<file path="src/design/readout_pkg.sv">
package readout_pkg;

    // Raw hit payload as delivered by the front end
    localparam int HIT_DATA_W = 16;

    localparam int AXIL_ADDR_W = 4;
    localparam int AXIL_DATA_W = 32;

    // A tagged hit is exactly one bus word
    typedef struct packed {
        logic [15:0]           timestamp;  // Upper half, cycles counted while enabled
        logic [HIT_DATA_W-1:0] data;       // Lower half, hit data as sampled
    } hit_word_t;

    // Register map
    localparam logic [AXIL_ADDR_W-1:0] REG_DATA    = 4'h0;  // Read pops one tagged word
    localparam logic [AXIL_ADDR_W-1:0] REG_STATUS  = 4'h4;  // Read only
    localparam logic [AXIL_ADDR_W-1:0] REG_CONTROL = 4'h8;  // Bit 0 enable, bit 1 clear

    // Field positions inside the status word
    localparam int STATUS_EMPTY_BIT = 0;
    localparam int STATUS_FULL_BIT  = 1;
    localparam int STATUS_SIZE_LSB  = 8;   // 8-bit fill size
    localparam int STATUS_LOST_LSB  = 16;  // 16-bit lost-hit count

endpackage

</file>
<file path="src/design/axil_readout.sv">
`timescale 1ns/1ps

module axil_readout import readout_pkg::*; #(
    parameter int DEPTH = 16
) (
    input  logic                         clk,
    input  logic                         reset,
    // Write address and data
    input  logic                         awvalid,
    output logic                         awready,
    input  logic [AXIL_ADDR_W-1:0]       awaddr,
    input  logic                         wvalid,
    output logic                         wready,
    input  logic [AXIL_DATA_W-1:0]       wdata,
    input  logic [AXIL_DATA_W/8-1:0]     wstrb,
    // Write response
    output logic                         bvalid,
    input  logic                         bready,
    output logic [1:0]                   bresp,
    // Read address and data
    input  logic                         arvalid,
    output logic                         arready,
    input  logic [AXIL_ADDR_W-1:0]       araddr,
    output logic                         rvalid,
    input  logic                         rready,
    output logic [AXIL_DATA_W-1:0]       rdata,
    output logic [1:0]                   rresp,
    // FIFO side
    input  hit_word_t                    head_word,
    input  logic                         empty,
    input  logic                         full,
    input  logic [$clog2(DEPTH+1)-1:0]   size,
    output logic                         pop,
    // Tagger side
    input  logic [15:0]                  lost_count,
    output logic                         enable,
    output logic                         clear
);

    localparam logic [1:0] RESP_OKAY   = 2'b00;
    localparam logic [1:0] RESP_SLVERR = 2'b10;

    logic                   wr_hs;
    logic                   rd_hs;
    logic                   ctrl_sel;
    logic [AXIL_DATA_W-1:0] status_word;

    assign wr_hs    = awvalid && awready && wvalid && wready;
    assign rd_hs    = arvalid && arready;
    assign ctrl_sel = (awaddr == REG_CONTROL);  // Only writable register

    // Address and data are taken together in a single cycle
    always_ff @(posedge clk) begin
        if (reset) begin
            awready <= 1'b0;
            wready  <= 1'b0;
        end else begin
            awready <= awvalid && wvalid && !awready && !bvalid;
            wready  <= awvalid && wvalid && !awready && !bvalid;
        end
    end

    always_ff @(posedge clk) begin
        if (reset) begin
            bvalid <= 1'b0;
        end else if (wr_hs) begin
            bvalid <= 1'b1;
        end else if (bready) begin
            bvalid <= 1'b0;
        end
    end

    always_ff @(posedge clk) begin
        if (wr_hs) begin
            bresp <= ctrl_sel ? RESP_OKAY : RESP_SLVERR;
        end
    end

    // The strobes in wstrb are not honoured, a control write updates all bits
    always_ff @(posedge clk) begin
        if (reset) begin
            enable <= 1'b0;
        end else if (wr_hs && ctrl_sel) begin
            enable <= wdata[0];
        end
    end

    assign clear = wr_hs && ctrl_sel && wdata[1];  // Self-clearing, never stored

    // Read side accepts a new address only once the previous data is gone
    always_ff @(posedge clk) begin
        if (reset) begin
            arready <= 1'b0;
        end else begin
            arready <= arvalid && !arready && !rvalid;
        end
    end

    always_ff @(posedge clk) begin
        if (reset) begin
            rvalid <= 1'b0;
        end else if (rd_hs) begin
            rvalid <= 1'b1;
        end else if (rready) begin
            rvalid <= 1'b0;
        end
    end

    always_comb begin
        status_word                                = '0;
        status_word[STATUS_EMPTY_BIT]              = empty;
        status_word[STATUS_FULL_BIT]               = full;
        status_word[STATUS_SIZE_LSB +: 8]          = 8'(size);
        status_word[STATUS_LOST_LSB +: 16]         = lost_count;
    end

    always_ff @(posedge clk) begin
        if (rd_hs) begin
            rresp <= RESP_OKAY;
            case (araddr)
                REG_DATA:    rdata <= empty ? '0 : head_word;
                REG_STATUS:  rdata <= status_word;
                REG_CONTROL: rdata <= {{(AXIL_DATA_W-1){1'b0}}, enable};
                default: begin
                    rdata <= '0;
                    rresp <= RESP_SLVERR;
                end
            endcase
        end
    end

    // Head word leaves the FIFO in the same cycle rdata captures it
    assign pop = rd_hs && (araddr == REG_DATA) && !empty;

    a_rvalid_hold: assert property (@(posedge clk) disable iff (reset)
        rvalid && !rready |=> rvalid && $stable(rdata))
        else $error("rvalid or rdata changed before rready");

    a_bvalid_hold: assert property (@(posedge clk) disable iff (reset)
        bvalid && !bready |=> bvalid && $stable(bresp))
        else $error("bvalid or bresp changed before bready");

endmodule

</file>
<file path="src/design/generic_fifo.sv">
`timescale 1ns/1ps

module generic_fifo #(
    parameter type payload_t = logic [31:0],
    parameter int  DEPTH     = 8
) (
    input  logic                         clk,
    input  logic                         reset,
    input  logic                         push,
    input  payload_t                     push_word,
    input  logic                         pop,
    output payload_t                     head_word,
    output logic                         empty,
    output logic                         full,
    output logic [$clog2(DEPTH+1)-1:0]   size
);

    localparam int PTR_W  = $clog2(DEPTH);
    localparam int SIZE_W = $clog2(DEPTH+1);

    payload_t   mem [DEPTH];
    logic [PTR_W-1:0] rd_ptr;
    logic [PTR_W-1:0] wr_ptr;
    logic [PTR_W-1:0] rd_next;   // Read address for the prefetched head
    logic             empty_loc; // Raw pointer compare

    // Pointer increment with wrap after the last slot
    function automatic logic [PTR_W-1:0] ptr_inc(input logic [PTR_W-1:0] ptr);
        if (ptr == PTR_W'(DEPTH-1)) begin
            return '0;
        end
        return ptr + 1'b1;
    endfunction

    assign empty_loc = (wr_ptr == rd_ptr);
    assign full      = (ptr_inc(wr_ptr) == rd_ptr);  // One slot always stays free

    always_ff @(posedge clk) begin
        if (reset) begin
            rd_ptr <= '0;
        end else if (pop && !empty_loc) begin
            rd_ptr <= ptr_inc(rd_ptr);
        end
    end

    always_ff @(posedge clk) begin
        if (reset) begin
            wr_ptr <= '0;
        end else if (push && !full) begin
            wr_ptr <= ptr_inc(wr_ptr);
        end
    end

    always_ff @(posedge clk) begin
        if (push && !full) begin
            mem[wr_ptr] <= push_word;
        end
    end

    // On a pop, look one slot ahead so empty is right in the next cycle
    always_ff @(posedge clk) begin
        if (reset) begin
            empty <= 1'b1;
        end else if (pop && !empty_loc) begin
            empty <= (wr_ptr == ptr_inc(rd_ptr));
        end else begin
            empty <= empty_loc;
        end
    end

    assign rd_next = pop ? ptr_inc(rd_ptr) : rd_ptr;

    always_ff @(posedge clk) begin
        head_word <= mem[rd_next];  // Head is always fetched ahead
    end

    always_comb begin
        if (wr_ptr >= rd_ptr) begin
            size = SIZE_W'(wr_ptr) - SIZE_W'(rd_ptr);
        end else begin
            size = SIZE_W'(wr_ptr) + SIZE_W'(DEPTH) - SIZE_W'(rd_ptr);
        end
    end

    a_no_push_full: assert property (@(posedge clk) disable iff (reset) push |-> !full)
        else $error("push while FIFO full");

    a_no_pop_empty: assert property (@(posedge clk) disable iff (reset) pop |-> !empty)
        else $error("pop while FIFO empty");

endmodule

</file>
<file path="src/design/hit_tagger.sv">
`timescale 1ns/1ps

module hit_tagger import readout_pkg::*; (
    input  logic                  clk,
    input  logic                  reset,
    input  logic                  hit_valid,
    input  logic [HIT_DATA_W-1:0] hit_data,
    input  logic                  enable,
    input  logic                  clear,
    input  logic                  full,
    output logic                  push,
    output hit_word_t             push_word,
    output logic [15:0]           lost_count
);

    logic [15:0]           timestamp;
    logic                  hit_q;       // Input stage, hit seen while enabled
    logic [HIT_DATA_W-1:0] hit_data_q;
    logic [15:0]           stamp_q;     // Time of the sampled hit
    logic                  pend_q;      // Tagged word waiting for the FIFO

    // Free-running time base, only advances while the readout is enabled
    always_ff @(posedge clk) begin
        if (reset || clear) begin
            timestamp <= '0;
        end else if (enable) begin
            timestamp <= timestamp + 16'd1;
        end
    end

    always_ff @(posedge clk) begin
        if (reset) begin
            hit_q <= 1'b0;
        end else begin
            hit_q <= hit_valid && enable;  // Hits are ignored while disabled
        end
    end

    always_ff @(posedge clk) begin
        hit_data_q <= hit_data;
        stamp_q    <= timestamp;
    end

    // Second stage builds the tagged word
    always_ff @(posedge clk) begin
        if (reset) begin
            pend_q <= 1'b0;
        end else begin
            pend_q <= hit_q;
        end
    end

    always_ff @(posedge clk) begin
        if (hit_q) begin
            push_word.timestamp <= stamp_q;
            push_word.data      <= hit_data_q;
        end
    end

    // A pending word is only offered to the FIFO when it has room
    assign push = pend_q && !full;

    // Words that find the FIFO full are dropped here and counted
    always_ff @(posedge clk) begin
        if (reset || clear) begin
            lost_count <= '0;
        end else if (pend_q && full && lost_count != 16'hffff) begin
            lost_count <= lost_count + 16'd1;  // Saturates at all ones
        end
    end

    a_lost_monotonic: assert property (@(posedge clk) disable iff (reset)
        !$past(clear) |-> lost_count >= $past(lost_count))
        else $error("lost_count decreased without a clear");

endmodule

</file>
<file path="src/design/readout_top.sv">
`timescale 1ns/1ps

module readout_top import readout_pkg::*; #(
    parameter int FIFO_DEPTH = 16
) (
    input  logic                     clk,
    input  logic                     reset,
    input  logic                     hit_valid,
    input  logic [HIT_DATA_W-1:0]    hit_data,
    input  logic                     awvalid,
    output logic                     awready,
    input  logic [AXIL_ADDR_W-1:0]   awaddr,
    input  logic                     wvalid,
    output logic                     wready,
    input  logic [AXIL_DATA_W-1:0]   wdata,
    input  logic [AXIL_DATA_W/8-1:0] wstrb,
    output logic                     bvalid,
    input  logic                     bready,
    output logic [1:0]               bresp,
    input  logic                     arvalid,
    output logic                     arready,
    input  logic [AXIL_ADDR_W-1:0]   araddr,
    output logic                     rvalid,
    input  logic                     rready,
    output logic [AXIL_DATA_W-1:0]   rdata,
    output logic [1:0]               rresp
);

    logic                            push;
    hit_word_t                       push_word;
    logic                            pop;
    hit_word_t                       head_word;
    logic                            empty;
    logic                            full;
    logic [$clog2(FIFO_DEPTH+1)-1:0] size;
    logic [15:0]                     lost_count;
    logic                            enable;
    logic                            clear;

    hit_tagger u_tagger (
        .clk        (clk),
        .reset      (reset),
        .hit_valid  (hit_valid),
        .hit_data   (hit_data),
        .enable     (enable),
        .clear      (clear),
        .full       (full),
        .push       (push),
        .push_word  (push_word),
        .lost_count (lost_count)
    );

    generic_fifo #(
        .payload_t (hit_word_t),
        .DEPTH     (FIFO_DEPTH)
    ) u_fifo (
        .clk       (clk),
        .reset     (reset),
        .push      (push),
        .push_word (push_word),
        .pop       (pop),
        .head_word (head_word),
        .empty     (empty),
        .full      (full),
        .size      (size)
    );

    axil_readout #(
        .DEPTH (FIFO_DEPTH)
    ) u_axil (
        .clk        (clk),
        .reset      (reset),
        .awvalid    (awvalid),
        .awready    (awready),
        .awaddr     (awaddr),
        .wvalid     (wvalid),
        .wready     (wready),
        .wdata      (wdata),
        .wstrb      (wstrb),
        .bvalid     (bvalid),
        .bready     (bready),
        .bresp      (bresp),
        .arvalid    (arvalid),
        .arready    (arready),
        .araddr     (araddr),
        .rvalid     (rvalid),
        .rready     (rready),
        .rdata      (rdata),
        .rresp      (rresp),
        .head_word  (head_word),
        .empty      (empty),
        .full       (full),
        .size       (size),
        .pop        (pop),
        .lost_count (lost_count),
        .enable     (enable),
        .clear      (clear)
    );

endmodule

</file>
<file path="config.mk">
export PLATFORM = sky130hd
export DESIGN_NAME = readout_top
export DESIGN_NICKNAME = d
export VERILOG_FILES = /design/src/design/readout_pkg.sv /design/src/design/axil_readout.sv /design/src/design/generic_fifo.sv /design/src/design/hit_tagger.sv /design/src/design/readout_top.sv
export SDC_FILE = /design/constraint.sdc
export NUM_CORES = 1
export LEC_CHECK = 0
export BUFFER_PORTS_ARGS = -buffer_cell sky130_fd_sc_hd__buf_2
export CAP_MARGIN = 10
export CORE_ASPECT_RATIO = 1.1
export CORE_UTILIZATION = 30
export CTS_CLUSTER_DIAMETER = 60
export DETAILED_ROUTE_END_ITERATION = 8
export PLACE_DENSITY = 0.57
export SETUP_SLACK_MARGIN = 0.2
export SKIP_CTS_REPAIR_TIMING = 1
export SLEW_MARGIN = 20
export SYNTH_ARGS = -nofsm -noshare
export SYNTH_HDL_FRONTEND = slang
export SYNTH_SLANG_ARGS = --single-unit
</file>
<file path="constraint.sdc">
create_clock -name clk -period 9.4 [get_ports clk]
set_input_delay 0.47 -clock clk [delete_from_list [all_inputs] [get_ports clk]]
set_output_delay 0.47 -clock clk [all_outputs]
set_load 0.05 [all_outputs]
</file>
==> flow_summary.yaml <==
sta:
  final.setup.tns_ns: 0
  worst-slew-pin-transition_ns: 1.17
  fmax_mhz: 222
  hold_violations: 0
  setup_violations: 0
  finalCriticalPeriod_ns: 4.50
  holdWs_ns: 0.00144
  drv_slew: 0
  fin_skew_ns: 0.0177
  period_share_pct: 47.8
  slew_headroom_pct: 22.3
  rsz0062_at_grt: "false"
route:
  wl_per_cell_um: 23.0
  ant_nets: 0
  drcViolationCount: 0
  drt_pass1_iterations: 5
  wl_um: 78800
  vias_per_cell: 5.32
  via_count: 18227
  drt_iter0_drc: 1839
synth:
  synth-seq-cells: 690
  post-synth-top-area-fraction_pct: 62.0
  synth_most_common_cell: "edfxtp_1"
  async_flop_share_pct: 0
  ys_seq_area_share_pct: 70.0
  synth_cells: 2072
  postSynthAreaPerCell_sq_um: 13.5
  syn_area_sq_um: 28000
  synth_edf_count: 578
  ys_types: 67
  synthFlopType: "edfxtp_1"
  synth_warnings: 0
  synth_area_leaders: "edfxtp_1 62%, dfxtp_1 8.0%, a21oi_1 5.3%, mux2i_1 4.2%, nand2_1 2.5%"
  synth_largest_area_cell: "edfxtp_1"
  yosys-top-cells-count: "578 x edfxtp_1, 295 x a21oi_1, 189 x nand2_1"
pwr:
  power.leakage_nw: 11.2
  vdd_ir_drop_max_mv: 0.117
  p_per_area_nw_per_um2: 189
worst_setup_path:
  cp-end-kind: "register"
  critPathLaunch: "u_fifo.rd_ptr[0]$_SDFFE_PP0P_"
  critPathMaxFanout: 45
  worstSetupPathType: "register to register"
  arrival_ns: 4.99
  crit_required_ns: 9.89
  cp-start-kind: "register"
  r2r_start: "u_fifo.rd_ptr[0]$_SDFFE_PP0P_"
final_layout:
  drive_gt1_share_pct: 11.8
  finalNonFillerCells: 3429
  area_growth_pct: 14.5
  final_nets: 2200
clocking:
  cts-root-buf: "clkbuf_16"
  clk_latency_ns: 0.61
  clock_path_buffers: 3
  cts.sinks: 690
  cts_made_buffers: 72
  clk_pin_slew_ns: 0.06
  cts-htree-levels: 3
  cts_tree: "built"
worst_hold_path:
  hold_path.startpoint: "hit_data[11]"
  hold_path_class: "primary input to register"
floorplan:
  row_count: 117
  core-area_sq_um: 92500
  start_util_pct: 30.3
  pin_count: 109
  die-area_sq_um: 94500
  die_h_um: 322
  chipWidth_um: 293
global_routing:
  track_usage_pct: 16.3
  grt_pass1_wl_um: 115000
  grt_start_max_net_pins: 95
  antenna_found_initial: 3
  grt_pass1_vias: 17986
  grt-ovfl-total: 0
status:
  status: "finished clean"
placed_design:
  io_buffer_count: 72
  placed_cells_incl_taps: 3283
  hpwl_um: 41500
  gp_congestion: 0.786
flow_run:
  drv_cap: 0
## worst max-delay path, stage by stage (launching register included)
cell and delay [ns]:
dfxtp_4 0.75, ha_2 0.32, buf_4 0.61, clkinv_1 0.75
buf_4 0.50, nor3_4 0.24, buf_4 0.48, a32oi_1 0.12
a21oi_1 0.16, o21ai_0 0.11, and4_1 0.23
## state kept, by name, indices dropped and copies added, names as in the netlist, 4 cells and up
signal / cells
u_fifo.wr_ptr: 4
u_axil.rdata: 32
u_tagger.lost_count: 16
u_fifo.rd_ptr: 4
u_fifo.head_word: 32
u_tagger.timestamp: 16
u_tagger.push_word: 32
u_tagger.hit_data_q: 16
u_fifo.mem: 512
u_tagger.stamp_q: 16
## layout make-up
cell class | instances | area [sq um]
Inverter | 13 | 48.8
Tap cell | 1249 | 1560
Clock inverter | 36 | 260
Antenna cell | 1 | 2.50
Multi-Input combinational cell | 1215 | 7750
Sequential cell | 690 | 19600
Timing Repair Buffer | 128 | 811
Clock buffer | 97 | 2010
Fill cell | 8923 | 60500
## power breakdown
| group | total (mW) | switching (mW) | internal (mW) |
|---|---|---|---|
| sequential | 3.28 | 0.00284 | 3.28 |
| clock | 2.74 | 1.15 | 1.59 |
| combinational | 0.0471 | 0.0338 | 0.0133 |
| total | 6.07 | 1.19 | 4.88 |
## final timing paths
path                                                   endpoint  slack, ns  cells after the start
worst min register to register      u_tagger.stamp_q[3]$_DFF_P_       0.38                      0
worst min-delay path            u_tagger.hit_data_q[11]$_DFF_P_      0.001                      1
worst max register to register      u_fifo.head_word[8]$_DFF_P_       4.90                     10
worst max-delay path                u_fifo.head_word[8]$_DFF_P_       4.90                     10
## per-layer routing
layer | part of all wire (%) | GRT usage [%] | vias up
met1 | 41 | 20.8 | 9190
met4 | 3.3 | 6.76 | 0
met3 | 6.8 | 2.58 | 165
li1 | - | - | 8147
met5 | 0 | 0 | -
met2 | 49 | 27.6 | 725
## cell usage in the layout (no fill, tap or decap), types with 5 or more instances in the layout
master         Yosys  layout
a22o_1            16      16
o22ai_1           43      41
nand4_1           11      11
and4_1            34      34
buf_2             37      72
xor2_1            14      14
nor4_1             5       5
a21oi_1          295     294
inv_1             13      12
or3_1             11      11
xnor2_1           10      10
dlygate4sd3_1      0      12
and2_1            11       5
clkbuf_16          0      76
edfxtp_1         578     578
buf_4             19      44
a22oi_1           26      26
a211oi_1          54      54
ha_1              11      10
dfxtp_1          112     109
mux2i_1          118     118
o21ai_0          104     104
and3_2             0      12
a32oi_1           62      62
nor2_1            31      30
clkinv_2           0       9
nand3_1           18      17
clkbuf_1          92      18
and3_1            83      71
clkinv_1           0      20
nand2_1          189     186
and2_2             0       5
## cell families (layout without fill, tap and decap cells)
group | count (synthesis) | in the layout | synth area share [%]
AND/OR/NAND/NOR | 422 | 422 | 7.86
multiplexers | 118 | 118 | 4.22
XOR/XNOR | 25 | 25 | 0.809
other | 1 | 3 | 0.0134
AO/OA/AOI/OAI | 636 | 636 | 13.8
buffers and inverters | 168 | 274 | 2.73
adder cells (fa/ha/maj) | 12 | 12 | 0.563
flip-flops | 690 | 690 | 70.0
## stage by stage
step	instance area [sq um]	util (%)	setup WS (ns)	total power, mW
floorplan	28000	-	6.36	3.37
global placement	29700	32.1	5.01	3.39
detailed placement	29700	32.1	4.91	3.39
CTS	31900	34.5	5.01	6.12
global route	32000	34.6	4.81	6.24
finish	32100	34.6	4.90	6.07
Note: power is estimated with default switching activity, not from simulation.
